$ cat src/verilog/poly_pkg.sv
package poly_pkg;

    ////////////////////
    // Sizes
    ////////////////////

    localparam int SLOTS = 8;
    localparam int MAX_COEFFS = 11;                    // Degree 10 at most.
    localparam int COEFF_WORDS = SLOTS * MAX_COEFFS;

    typedef logic [15:0] word_t;                       // Data, coefficient, result or command.
    typedef logic [2:0] slot_t;
    typedef logic [4:0] count_t;                       // Degree for STP, block size for EVB.
    typedef logic [$clog2(COEFF_WORDS)-1:0] coeff_addr_t;

    ////////////////////
    // Encodings
    ////////////////////

    typedef enum logic [7:0] {
        STP = 8'd0,
        EVP = 8'd1,
        EVB = 8'd2,
        RST = 8'd3
    } instr_t;

    typedef enum logic [1:0] {
        MODE_SETUP = 2'd0,
        MODE_FIRE  = 2'd1
    } mode_t;

    typedef enum logic [15:0] {
        STATUS_OK         = 16'd0,
        STATUS_EMPTY_SLOT = 16'd1,
        STATUS_BAD_LENGTH = 16'd2
    } status_t;

    // One command word.
    typedef struct packed {
        instr_t instr;
        slot_t  slot;
        count_t count;
    } command_t;

    typedef struct packed {
        word_t   result;
        status_t status;
    } out_token_t;

endpackage

$ cat src/verilog/command_decoder.sv
module command_decoder
    import poly_pkg::*;
(
    input  logic     clk,
    input  logic     rst,
    input  logic     start_fetch,
    input  logic     avail,
    input  word_t    word,
    output logic     pop,
    output command_t cmd,
    output logic     fetch_done
);

    typedef enum logic [1:0] {
        st_idle,
        st_wait_avail,
        st_capture
    } state_t;

    state_t state;

    // Exactly one pop per fetch.
    assign pop = (state == st_wait_avail) && avail;

    always_ff @(posedge clk or negedge rst)
    begin
        if (!rst)
        begin
            state <= st_idle;
            cmd <= '0;
            fetch_done <= 1'b0;
        end
        else
        begin
            fetch_done <= 1'b0;
            case (state)
                st_idle:
                begin
                    if (start_fetch)
                        state <= st_wait_avail;
                end
                st_wait_avail:
                begin
                    if (avail)
                        state <= st_capture;   // Stalls here while the buffer is empty.
                end
                st_capture:
                begin
                    cmd <= command_t'(word);   // Buffer output now holds the popped word.
                    fetch_done <= 1'b1;
                    state <= st_idle;
                end
                default:
                begin
                    state <= st_idle;
                end
            endcase
        end
    end

endmodule

$ cat src/verilog/firing_controller.sv
module firing_controller
    import poly_pkg::*;
(
    input  logic     clk,
    input  logic     rst,
    input  logic     start,
    input  mode_t    mode,
    input  command_t cmd,
    input  logic     fetch_done,
    input  logic     item_done,
    input  logic     op_done,
    output logic     start_fetch,
    output logic     start_op,
    output logic     out_wr,
    output logic     done
);

    typedef enum logic [3:0] {
        st_idle,
        st_fetch_start,
        st_fetch_wait,
        st_fetch_finish,
        st_op_start,
        st_op_wait,
        st_item_output,
        st_output,
        st_skip
    } state_t;

    state_t state;
    state_t next_state;
    state_t op_end;

    // RST has no token to write.
    assign op_end = (cmd.instr == RST) ? st_skip : st_output;

    always_ff @(posedge clk or negedge rst)
    begin
        if (!rst)
            state <= st_idle;
        else
            state <= next_state;
    end

    ////////////////////
    // Next state
    ////////////////////

    always_comb
    begin
        next_state = state;
        case (state)
            st_idle:
            begin
                if (start && mode == MODE_SETUP)
                    next_state = st_fetch_start;
                else if (start && mode == MODE_FIRE)
                begin
                    case (cmd.instr)
                        STP, EVP, EVB, RST:
                            next_state = st_op_start;
                        default:
                            next_state = st_skip;      // Unknown code, done only.
                    endcase
                end
            end
            st_fetch_start:
                next_state = st_fetch_wait;
            st_fetch_wait:
            begin
                if (fetch_done)
                    next_state = st_fetch_finish;
            end
            st_op_start:
                next_state = st_op_wait;
            st_op_wait, st_item_output:
            begin
                if (op_done)
                    next_state = op_end;
                else if (item_done)
                    next_state = st_item_output;       // One EVB value ready.
                else
                    next_state = st_op_wait;
            end
            default:
                next_state = st_idle;
        endcase
    end

    // Outputs depend on the state only.
    assign start_fetch = (state == st_fetch_start);
    assign start_op = (state == st_op_start);
    assign out_wr = (state == st_item_output) || (state == st_output);
    assign done = (state == st_fetch_finish) || (state == st_output) || (state == st_skip);

endmodule

$ cat src/verilog/poly_actor.sv
module poly_actor
    import poly_pkg::*;
#(
    parameter int buffer_depth = 16
)
(
    input  logic  clk,
    input  logic  rst,
    input  word_t data_in,
    input  word_t data_pop,
    output logic  data_rd,
    input  word_t command_in,
    input  word_t command_pop,
    output logic  command_rd,
    input  logic  start,
    input  mode_t mode,
    output logic  done,
    output logic  result_wr,
    output word_t result,
    output word_t status
);

    logic       data_avail;
    word_t      data_word;
    logic       eng_pop;
    logic       cmd_avail;
    word_t      cmd_word;
    logic       dec_pop;
    command_t   cmd;
    logic       start_fetch;
    logic       fetch_done;
    logic       start_op;
    logic       item_done;
    logic       op_done;
    logic       out_wr;
    out_token_t token;

    ////////////////////
    // Input side
    ////////////////////

    token_buffer #(.buffer_depth(buffer_depth)) data_buf_i (
        .clk(clk), .rst(rst), .fifo_word(data_in), .fifo_pop(data_pop), .fifo_rd(data_rd),
        .pop(eng_pop), .avail(data_avail), .word(data_word)
    );

    token_buffer #(.buffer_depth(buffer_depth)) cmd_buf_i (
        .clk(clk), .rst(rst), .fifo_word(command_in), .fifo_pop(command_pop),
        .fifo_rd(command_rd), .pop(dec_pop), .avail(cmd_avail), .word(cmd_word)
    );

    ////////////////////
    // Processing
    ////////////////////

    command_decoder decoder_i (
        .clk(clk), .rst(rst), .start_fetch(start_fetch), .avail(cmd_avail), .word(cmd_word),
        .pop(dec_pop), .cmd(cmd), .fetch_done(fetch_done)
    );

    poly_engine engine_i (
        .clk(clk), .rst(rst), .start(start_op), .cmd(cmd), .avail(data_avail),
        .word(data_word), .pop(eng_pop), .item_done(item_done), .op_done(op_done),
        .token(token)
    );

    firing_controller controller_i (
        .clk(clk), .rst(rst), .start(start), .mode(mode), .cmd(cmd),
        .fetch_done(fetch_done), .item_done(item_done), .op_done(op_done),
        .start_fetch(start_fetch), .start_op(start_op), .out_wr(out_wr), .done(done)
    );

    // Output side.
    result_writer writer_i (
        .clk(clk), .rst(rst), .out_wr(out_wr), .token(token),
        .result_wr(result_wr), .result(result), .status(status)
    );

endmodule

$ cat src/verilog/poly_engine.sv
module poly_engine
    import poly_pkg::*;
(
    input  logic       clk,
    input  logic       rst,
    input  logic       start,
    input  command_t   cmd,                            // Held by the decoder during the op.
    input  logic       avail,
    input  word_t      word,
    output logic       pop,
    output logic       item_done,
    output logic       op_done,
    output out_token_t token
);

    typedef enum logic [2:0] {
        st_idle,
        st_stp_pop,
        st_stp_write,
        st_x_pop,
        st_x_load,
        st_horner,
        st_finish
    } state_t;

    state_t state;
    word_t coeff [COEFF_WORDS];                        // Slot s starts at s * MAX_COEFFS.
    count_t degree [SLOTS];
    logic [SLOTS-1:0] valid;
    count_t idx;                                       // Coefficient index within the slot.
    count_t remaining;                                 // Values left in the block.
    word_t x;
    word_t acc;
    word_t horner;
    coeff_addr_t addr;

    assign addr = coeff_addr_t'(cmd.slot) * coeff_addr_t'(MAX_COEFFS) + coeff_addr_t'(idx);
    assign horner = acc * x + coeff[addr];             // Wraps modulo 2^16.
    assign pop = avail && (state == st_stp_pop || state == st_x_pop);

    ////////////////////
    // Sequencing
    ////////////////////

    always_ff @(posedge clk or negedge rst)
    begin
        if (!rst)
        begin
            state <= st_idle;
            valid <= '0;
            idx <= '0;
            remaining <= '0;
            item_done <= 1'b0;
            op_done <= 1'b0;
        end
        else
        begin
            item_done <= 1'b0;
            op_done <= 1'b0;
            case (state)
                st_idle:
                begin
                    idx <= '0;
                    remaining <= count_t'(1);
                    if (start)
                    begin
                        case (cmd.instr)
                            STP:
                                state <= (cmd.count >= count_t'(MAX_COEFFS)) ? st_finish
                                                                             : st_stp_pop;
                            EVP:
                                state <= st_x_pop;
                            EVB:
                            begin
                                if (cmd.count != '0)
                                    remaining <= cmd.count;   // Zero runs as one.
                                state <= st_x_pop;
                            end
                            RST:
                            begin
                                valid <= '0;
                                state <= st_finish;
                            end
                            default:
                                state <= st_idle;
                        endcase
                    end
                end
                st_stp_pop:
                begin
                    if (avail)
                        state <= st_stp_write;
                end
                st_stp_write:
                begin
                    if (idx == cmd.count)
                    begin
                        valid[cmd.slot] <= 1'b1;
                        state <= st_finish;
                    end
                    else
                    begin
                        idx <= idx + 1'b1;
                        state <= st_stp_pop;
                    end
                end
                st_x_pop:
                begin
                    if (avail)
                        state <= st_x_load;
                end
                st_x_load:
                begin
                    idx <= degree[cmd.slot];           // Horner starts at cN.
                    state <= valid[cmd.slot] ? st_horner : st_finish;
                end
                st_horner:
                begin
                    if (idx == '0)
                        state <= st_finish;
                    else
                        idx <= idx - 1'b1;
                end
                st_finish:
                begin
                    if (remaining > count_t'(1))
                    begin
                        remaining <= remaining - 1'b1;
                        item_done <= 1'b1;
                        state <= st_x_pop;
                    end
                    else
                    begin
                        op_done <= 1'b1;
                        state <= st_idle;
                    end
                end
                default:
                    state <= st_idle;
            endcase
        end
    end

    ////////////////////
    // Store and datapath
    ////////////////////

    always_ff @(posedge clk)
    begin
        case (state)
            st_idle:
            begin
                if (start && cmd.instr == STP && cmd.count >= count_t'(MAX_COEFFS))
                    token <= '{result: '0, status: STATUS_BAD_LENGTH};
            end
            st_stp_write:
            begin
                coeff[addr] <= word;                   // Coefficients arrive c0 first.
                if (idx == cmd.count)
                begin
                    degree[cmd.slot] <= cmd.count;
                    token <= '{result: word_t'(cmd.count) + 16'd1, status: STATUS_OK};
                end
            end
            st_x_load:
            begin
                x <= word;
                acc <= '0;
                if (!valid[cmd.slot])
                    token <= '{result: '0, status: STATUS_EMPTY_SLOT};
            end
            st_horner:
            begin
                acc <= horner;
                if (idx == '0)
                    token <= '{result: horner, status: STATUS_OK};
            end
            default: ;
        endcase
    end

endmodule

$ cat src/verilog/result_writer.sv
module result_writer
    import poly_pkg::*;
(
    input  logic       clk,
    input  logic       rst,
    input  logic       out_wr,
    input  out_token_t token,
    output logic       result_wr,
    output word_t      result,
    output word_t      status
);

    // Strobe and data leave on the same cycle.
    always_ff @(posedge clk or negedge rst)
    begin
        if (!rst)
        begin
            result_wr <= 1'b0;
        end
        else
        begin
            result_wr <= out_wr;
        end
    end

    always_ff @(posedge clk)
    begin
        if (out_wr)
        begin
            result <= token.result;
            status <= word_t'(token.status);   // Status FIFO takes plain words.
        end
    end

endmodule

$ cat src/verilog/token_buffer.sv
module token_buffer
    import poly_pkg::*;
#(
    parameter int buffer_depth = 16
)
(
    input  logic  clk,
    input  logic  rst,
    input  word_t fifo_word,                           // Valid the cycle after fifo_rd.
    input  word_t fifo_pop,                            // External FIFO population.
    output logic  fifo_rd,
    input  logic  pop,
    output logic  avail,
    output word_t word
);

    localparam int ptr_width = $clog2(buffer_depth);
    localparam int count_width = $clog2(buffer_depth + 1);

    word_t store [buffer_depth];
    logic [ptr_width-1:0] wr_ptr;
    logic [ptr_width-1:0] rd_ptr;
    logic [count_width-1:0] fill;
    logic pending;                                     // FIFO word lands this cycle.
    logic take;

    // A read in flight already owns one free entry.
    assign fifo_rd = (fifo_pop != '0)
                  && ((fill + count_width'(pending)) < count_width'(buffer_depth));
    assign avail = (fill != '0);
    assign take = pop && avail;

    always_ff @(posedge clk or negedge rst)
    begin
        if (!rst)
        begin
            wr_ptr <= '0;
            rd_ptr <= '0;
            fill <= '0;
            pending <= 1'b0;
        end
        else
        begin
            pending <= fifo_rd;
            if (pending)
                wr_ptr <= (wr_ptr == ptr_width'(buffer_depth - 1)) ? '0 : wr_ptr + 1'b1;
            if (take)
                rd_ptr <= (rd_ptr == ptr_width'(buffer_depth - 1)) ? '0 : rd_ptr + 1'b1;
            if (pending && !take)
                fill <= fill + 1'b1;
            else if (take && !pending)
                fill <= fill - 1'b1;
        end
    end

    always_ff @(posedge clk)
    begin
        if (pending)
            store[wr_ptr] <= fifo_word;
        if (take)
            word <= store[rd_ptr];                     // Popped word shows next cycle.
    end

endmodule
$ cat config.mk
export PLATFORM = sky130hd
export DESIGN_NAME = poly_actor
export DESIGN_NICKNAME = d
export VERILOG_FILES = /design/src/verilog/poly_pkg.sv /design/src/verilog/command_decoder.sv /design/src/verilog/firing_controller.sv /design/src/verilog/poly_actor.sv /design/src/verilog/poly_engine.sv /design/src/verilog/result_writer.sv /design/src/verilog/token_buffer.sv
export SDC_FILE = /design/constraint.sdc
export NUM_CORES = 2
export LEC_CHECK = 0
export BUFFER_PORTS_ARGS = -buffer_cell sky130_fd_sc_hd__buf_4
export CAP_MARGIN = 30
export CORE_UTILIZATION = 55
export CTS_BUF_LIST = sky130_fd_sc_hd__clkbuf_16
export DETAILED_ROUTE_END_ITERATION = 7
export GPL_ROUTABILITY_DRIVEN = 0
export PLACE_DENSITY_LB_ADDON = 0.05
export SLEW_MARGIN = 20
export SYNTH_ARGS = -nofsm -noshare
export SYNTH_HDL_FRONTEND = slang
export SYNTH_HIERARCHICAL = 1
export SYNTH_SLANG_ARGS = --single-unit
export TNS_END_PERCENT = 1
$ cat constraint.sdc
create_clock -name clk -period 7.3 [get_ports clk]
set_input_delay 1.095 -clock clk [delete_from_list [all_inputs] [get_ports clk]]
set_output_delay 1.095 -clock clk [all_outputs]
set_load 0.005 [all_outputs]
==> metrics <==
Pwr Total 53,400 µW; CTS Buffer Depth 3; wire length per cell slightly above 30 µm; Fin Hold WS ~0.22 ns; worst r2r src decoder_i/cmd[6]; R2R cell count 31; pin count of the biggest net entering global routing 90; nets@finish approximately 6,000; Die W about 400 µm; worst r2r dst engine_i/token[31]; Setup-failing EPs final 20; worst skew pair latency 0.85 ns; RSZ-0062 raised after global routing true; total grt overflow 0; Seq/Total Area, Yosys ~74%; Slowest cell on crit path fa_4; htree depth 4; outcome finished with violations; Die Y between 300 and 400 µm; fin crit period 8.02 ns; data required time at the worst endpoint 7.85 ns; clock sink count ~2,100; Routed Wire Length roughly 250,000 µm; Die Footprint approximately 160,000 µm²; Clock Pin Slew Worst Setup and Hold Paths 0.06 ns; Yosys cell types 95; CTS tree built; CP Max Fanout 8; via count a little over 50,000; MaxCap Viol Count 0; leak pwr between 0.03 and 0.04 µW; Setup CP Type flop to flop; asr flop ratio synth ~3.5%; Max Slew Vio Count 0; Post-synth EDFFs approximately 2,100; Worst Setup End Kind flop; Syn. warnings 6; violated checks negative setup slack; hpwl dp approximately 160,000 µm; # rows 145; CP startpoint kind flop; peak supply drop between 700 and 800 µV; global-route wire length before repair roughly 360,000 µm; Initial Util between 50 and 60%; Cell Pwr Density ~520 nW/µm²; CTS Buf Count 213; Clock Skew 0.0473 ns; Setup WS post-layout -0.723 ns; core area roughly 160,000 µm²; final core utilization between 60% and 70%; Area Overhead vs Synth 18.6%; antenna violations before repair 7; I/O Pins around 110; Synth Flop Type edfxtp_1; drc violations 0; Avg Synthesized Cell Area roughly 17 µm²; Final Cycle Share 110%; share of post-route cells with drive strength above 1 about a quarter; vias in the first global route ~50,000; Hold WC Path Type primary input to asynchronous set/reset pin; CP arrival 8.57 ns; Hold Violations, Final 0; Tightest Pin Transition around 0.97 ns; Gate Count Post-Synth a little over 5,000; vias per cell 6.43; Clk Tree Root Cell clkbuf_16; drt pass-1 iters 6; Synth Cell Area slightly below 90,000 µm²; Final ANT Viol Nets 0; Slew HR approximately 36%; most used cell along the critical path fa_1; Seq cells post-synth approximately 2,100; R2R Setup Slk -0.72 ns; Iter 0 DRT Violations 6,001; fillers approximately 11,000; gr usage total 31.2%; CP peak stage delay between 0.7 and 0.8 ns; maximum clock rate approximately 120 MHz; # port buffers approximately 100
[cells in the final DEF (no fill, tap or decap), drive strengths merged, types with 101 or more instances in the layout]
cell	instances
buf	766
a221oi	138
edfxtp	2074
mux4	118
nand2	202
mux2i	105
fa	101
a22oi	247
clkbuf	220
inv	257
o21ai	127
nor2	225
a22o	118
[layer usage]
metal | part of all wire (%) | up-vias | track usage, %
li1 | - | 21600 | -
met1 | 40 | 26500 | 45.1
met2 | 46 | 2808 | 47.8
met3 | 9.8 | 434 | 5.99
met4 | 3.8 | 6 | 11.3
met5 | 0.016 | - | 0
[report_power, final]
group          switching, µW  total, µW  internal, µW
sequential               430      14400         14000
clock                   4620      10800          6220
combinational          16000      28200         12200
total                  21000      53400         32400
[area by class of cell]
type                       count  area, µm²  area share [%]
sequential                  2149      64200            62.4
tap                         2058       2570            2.50
clock inverter               170       1500            1.45
timing repair buffer         771       7090            6.89
antenna                        3       7.51         0.00730
multi-input combinational   2416      21300            20.7
clock buffer                 217       5430            5.28
inverter                     204        768           0.747
[timing repair]
action                                 CTS  global route
gates cloned                             6             2
setup buffers                           25            20
hold buffers                             0             0
pin swaps                               83            62
setup endpoints to repair               24            22
endpoints found under the hold margin    0             0
gates resized for setup                150            44
[worst max path at each step]
stage	start	endpoint	slack [ns]	cells past startpoint
after CTS	decoder_i/cmd[6]	engine_i/token[31]	-0.72	30
after floorplan	decoder_i/cmd[6]	engine_i/acc[15]	0.04	27
final	decoder_i/cmd[6]	engine_i/token[31]	-0.72	31
after global routing	decoder_i/cmd[6]	engine_i/token[31]	-0.85	35
after global placement	decoder_i/cmd[6]	engine_i/acc[15]	-1.46	32
after detailed placement	decoder_i/cmd[6]	engine_i/token[31]	-1.55	32
[logic make-up after synthesis]
kind of cell | Yosys count | synth area share, %
mux | 309 | 5.55
compound gates | 1040 | 8.88
xor+xnor | 63 | 0.652
flops | 2149 | 74.0
simple gates | 797 | 4.51
buf+inv | 511 | 2.78
fa+ha+maj | 192 | 3.64
other cells | 1 | 0.00432
[synth_stat cells (18+ instances only)]
master,n,area (µm²)
and2_1,68,425
clkbuf_1,103,387
mux2_4,26,390
nor2_1,223,837
nand4_1,96,601
o21ai_1,40,200
dfrtp_1,75,1880
a221o_1,30,300
fa_1,101,2020
a221oi_1,137,1200
a22oi_1,247,1850
xnor2_1,43,377
a32oi_1,18,158
o221ai_1,35,307
nand2_1,201,754
nand3_1,63,315
a21oi_1,92,460
mux2i_1,105,1050
inv_1,201,754
buf_2,118,591
buf_6,21,236
o22ai_1,80,500
a31oi_1,38,238
nor4_1,24,150
mux2_2,52,586
edfxtp_1,2074,62300
xor2_1,19,166
o21ai_0,86,430
mux4_2,108,2430
a22o_1,118,1030
buf_1,34,128
nor3_1,33,165
buf_4,25,188
ha_1,91,1140
[registers in the layout, indices dropped and copies added (netlist names), 5 cells and up]
name                count
cmd_buf_i/fill          5
cmd_buf_i/store       256
cmd_buf_i/word         16
data_buf_i/fill         5
data_buf_i/store      256
data_buf_i/word        16
decoder_i/cmd          16
engine_i/acc           16
engine_i/coeff       1408
engine_i/degree        40
engine_i/idx            5
engine_i/remaining      5
engine_i/token         18
engine_i/valid          8
engine_i/x             16
writer_i/result        16
writer_i/status        16
[stage by stage]
step	instance area, µm²	cells	setup TNS, ns	setup WS [ns]
2_1_floorplan	86800	5075	0	0.0446
3_3_place_gp	94000	7535	-20.20	-1.46
3_5_place_dp	94200	7547	-21.62	-1.55
4_1_cts	102000	7960	-8.16	-0.722
5_1_grt	103000	7985	-12.55	-0.853
6_report	103000	7988	-8.63	-0.723
[critical path: cells and delay by family, from the launching register on]
family,cells,cell delay [ns]
DFF,1,0.41
AOI/OAI and AO/OA,7,1.30
adders and majority gates,8,3.68
and+or+nand+nor,6,1.05
buffers and inverters,10,1.25
Note: power is estimated with default switching activity, not from simulation.
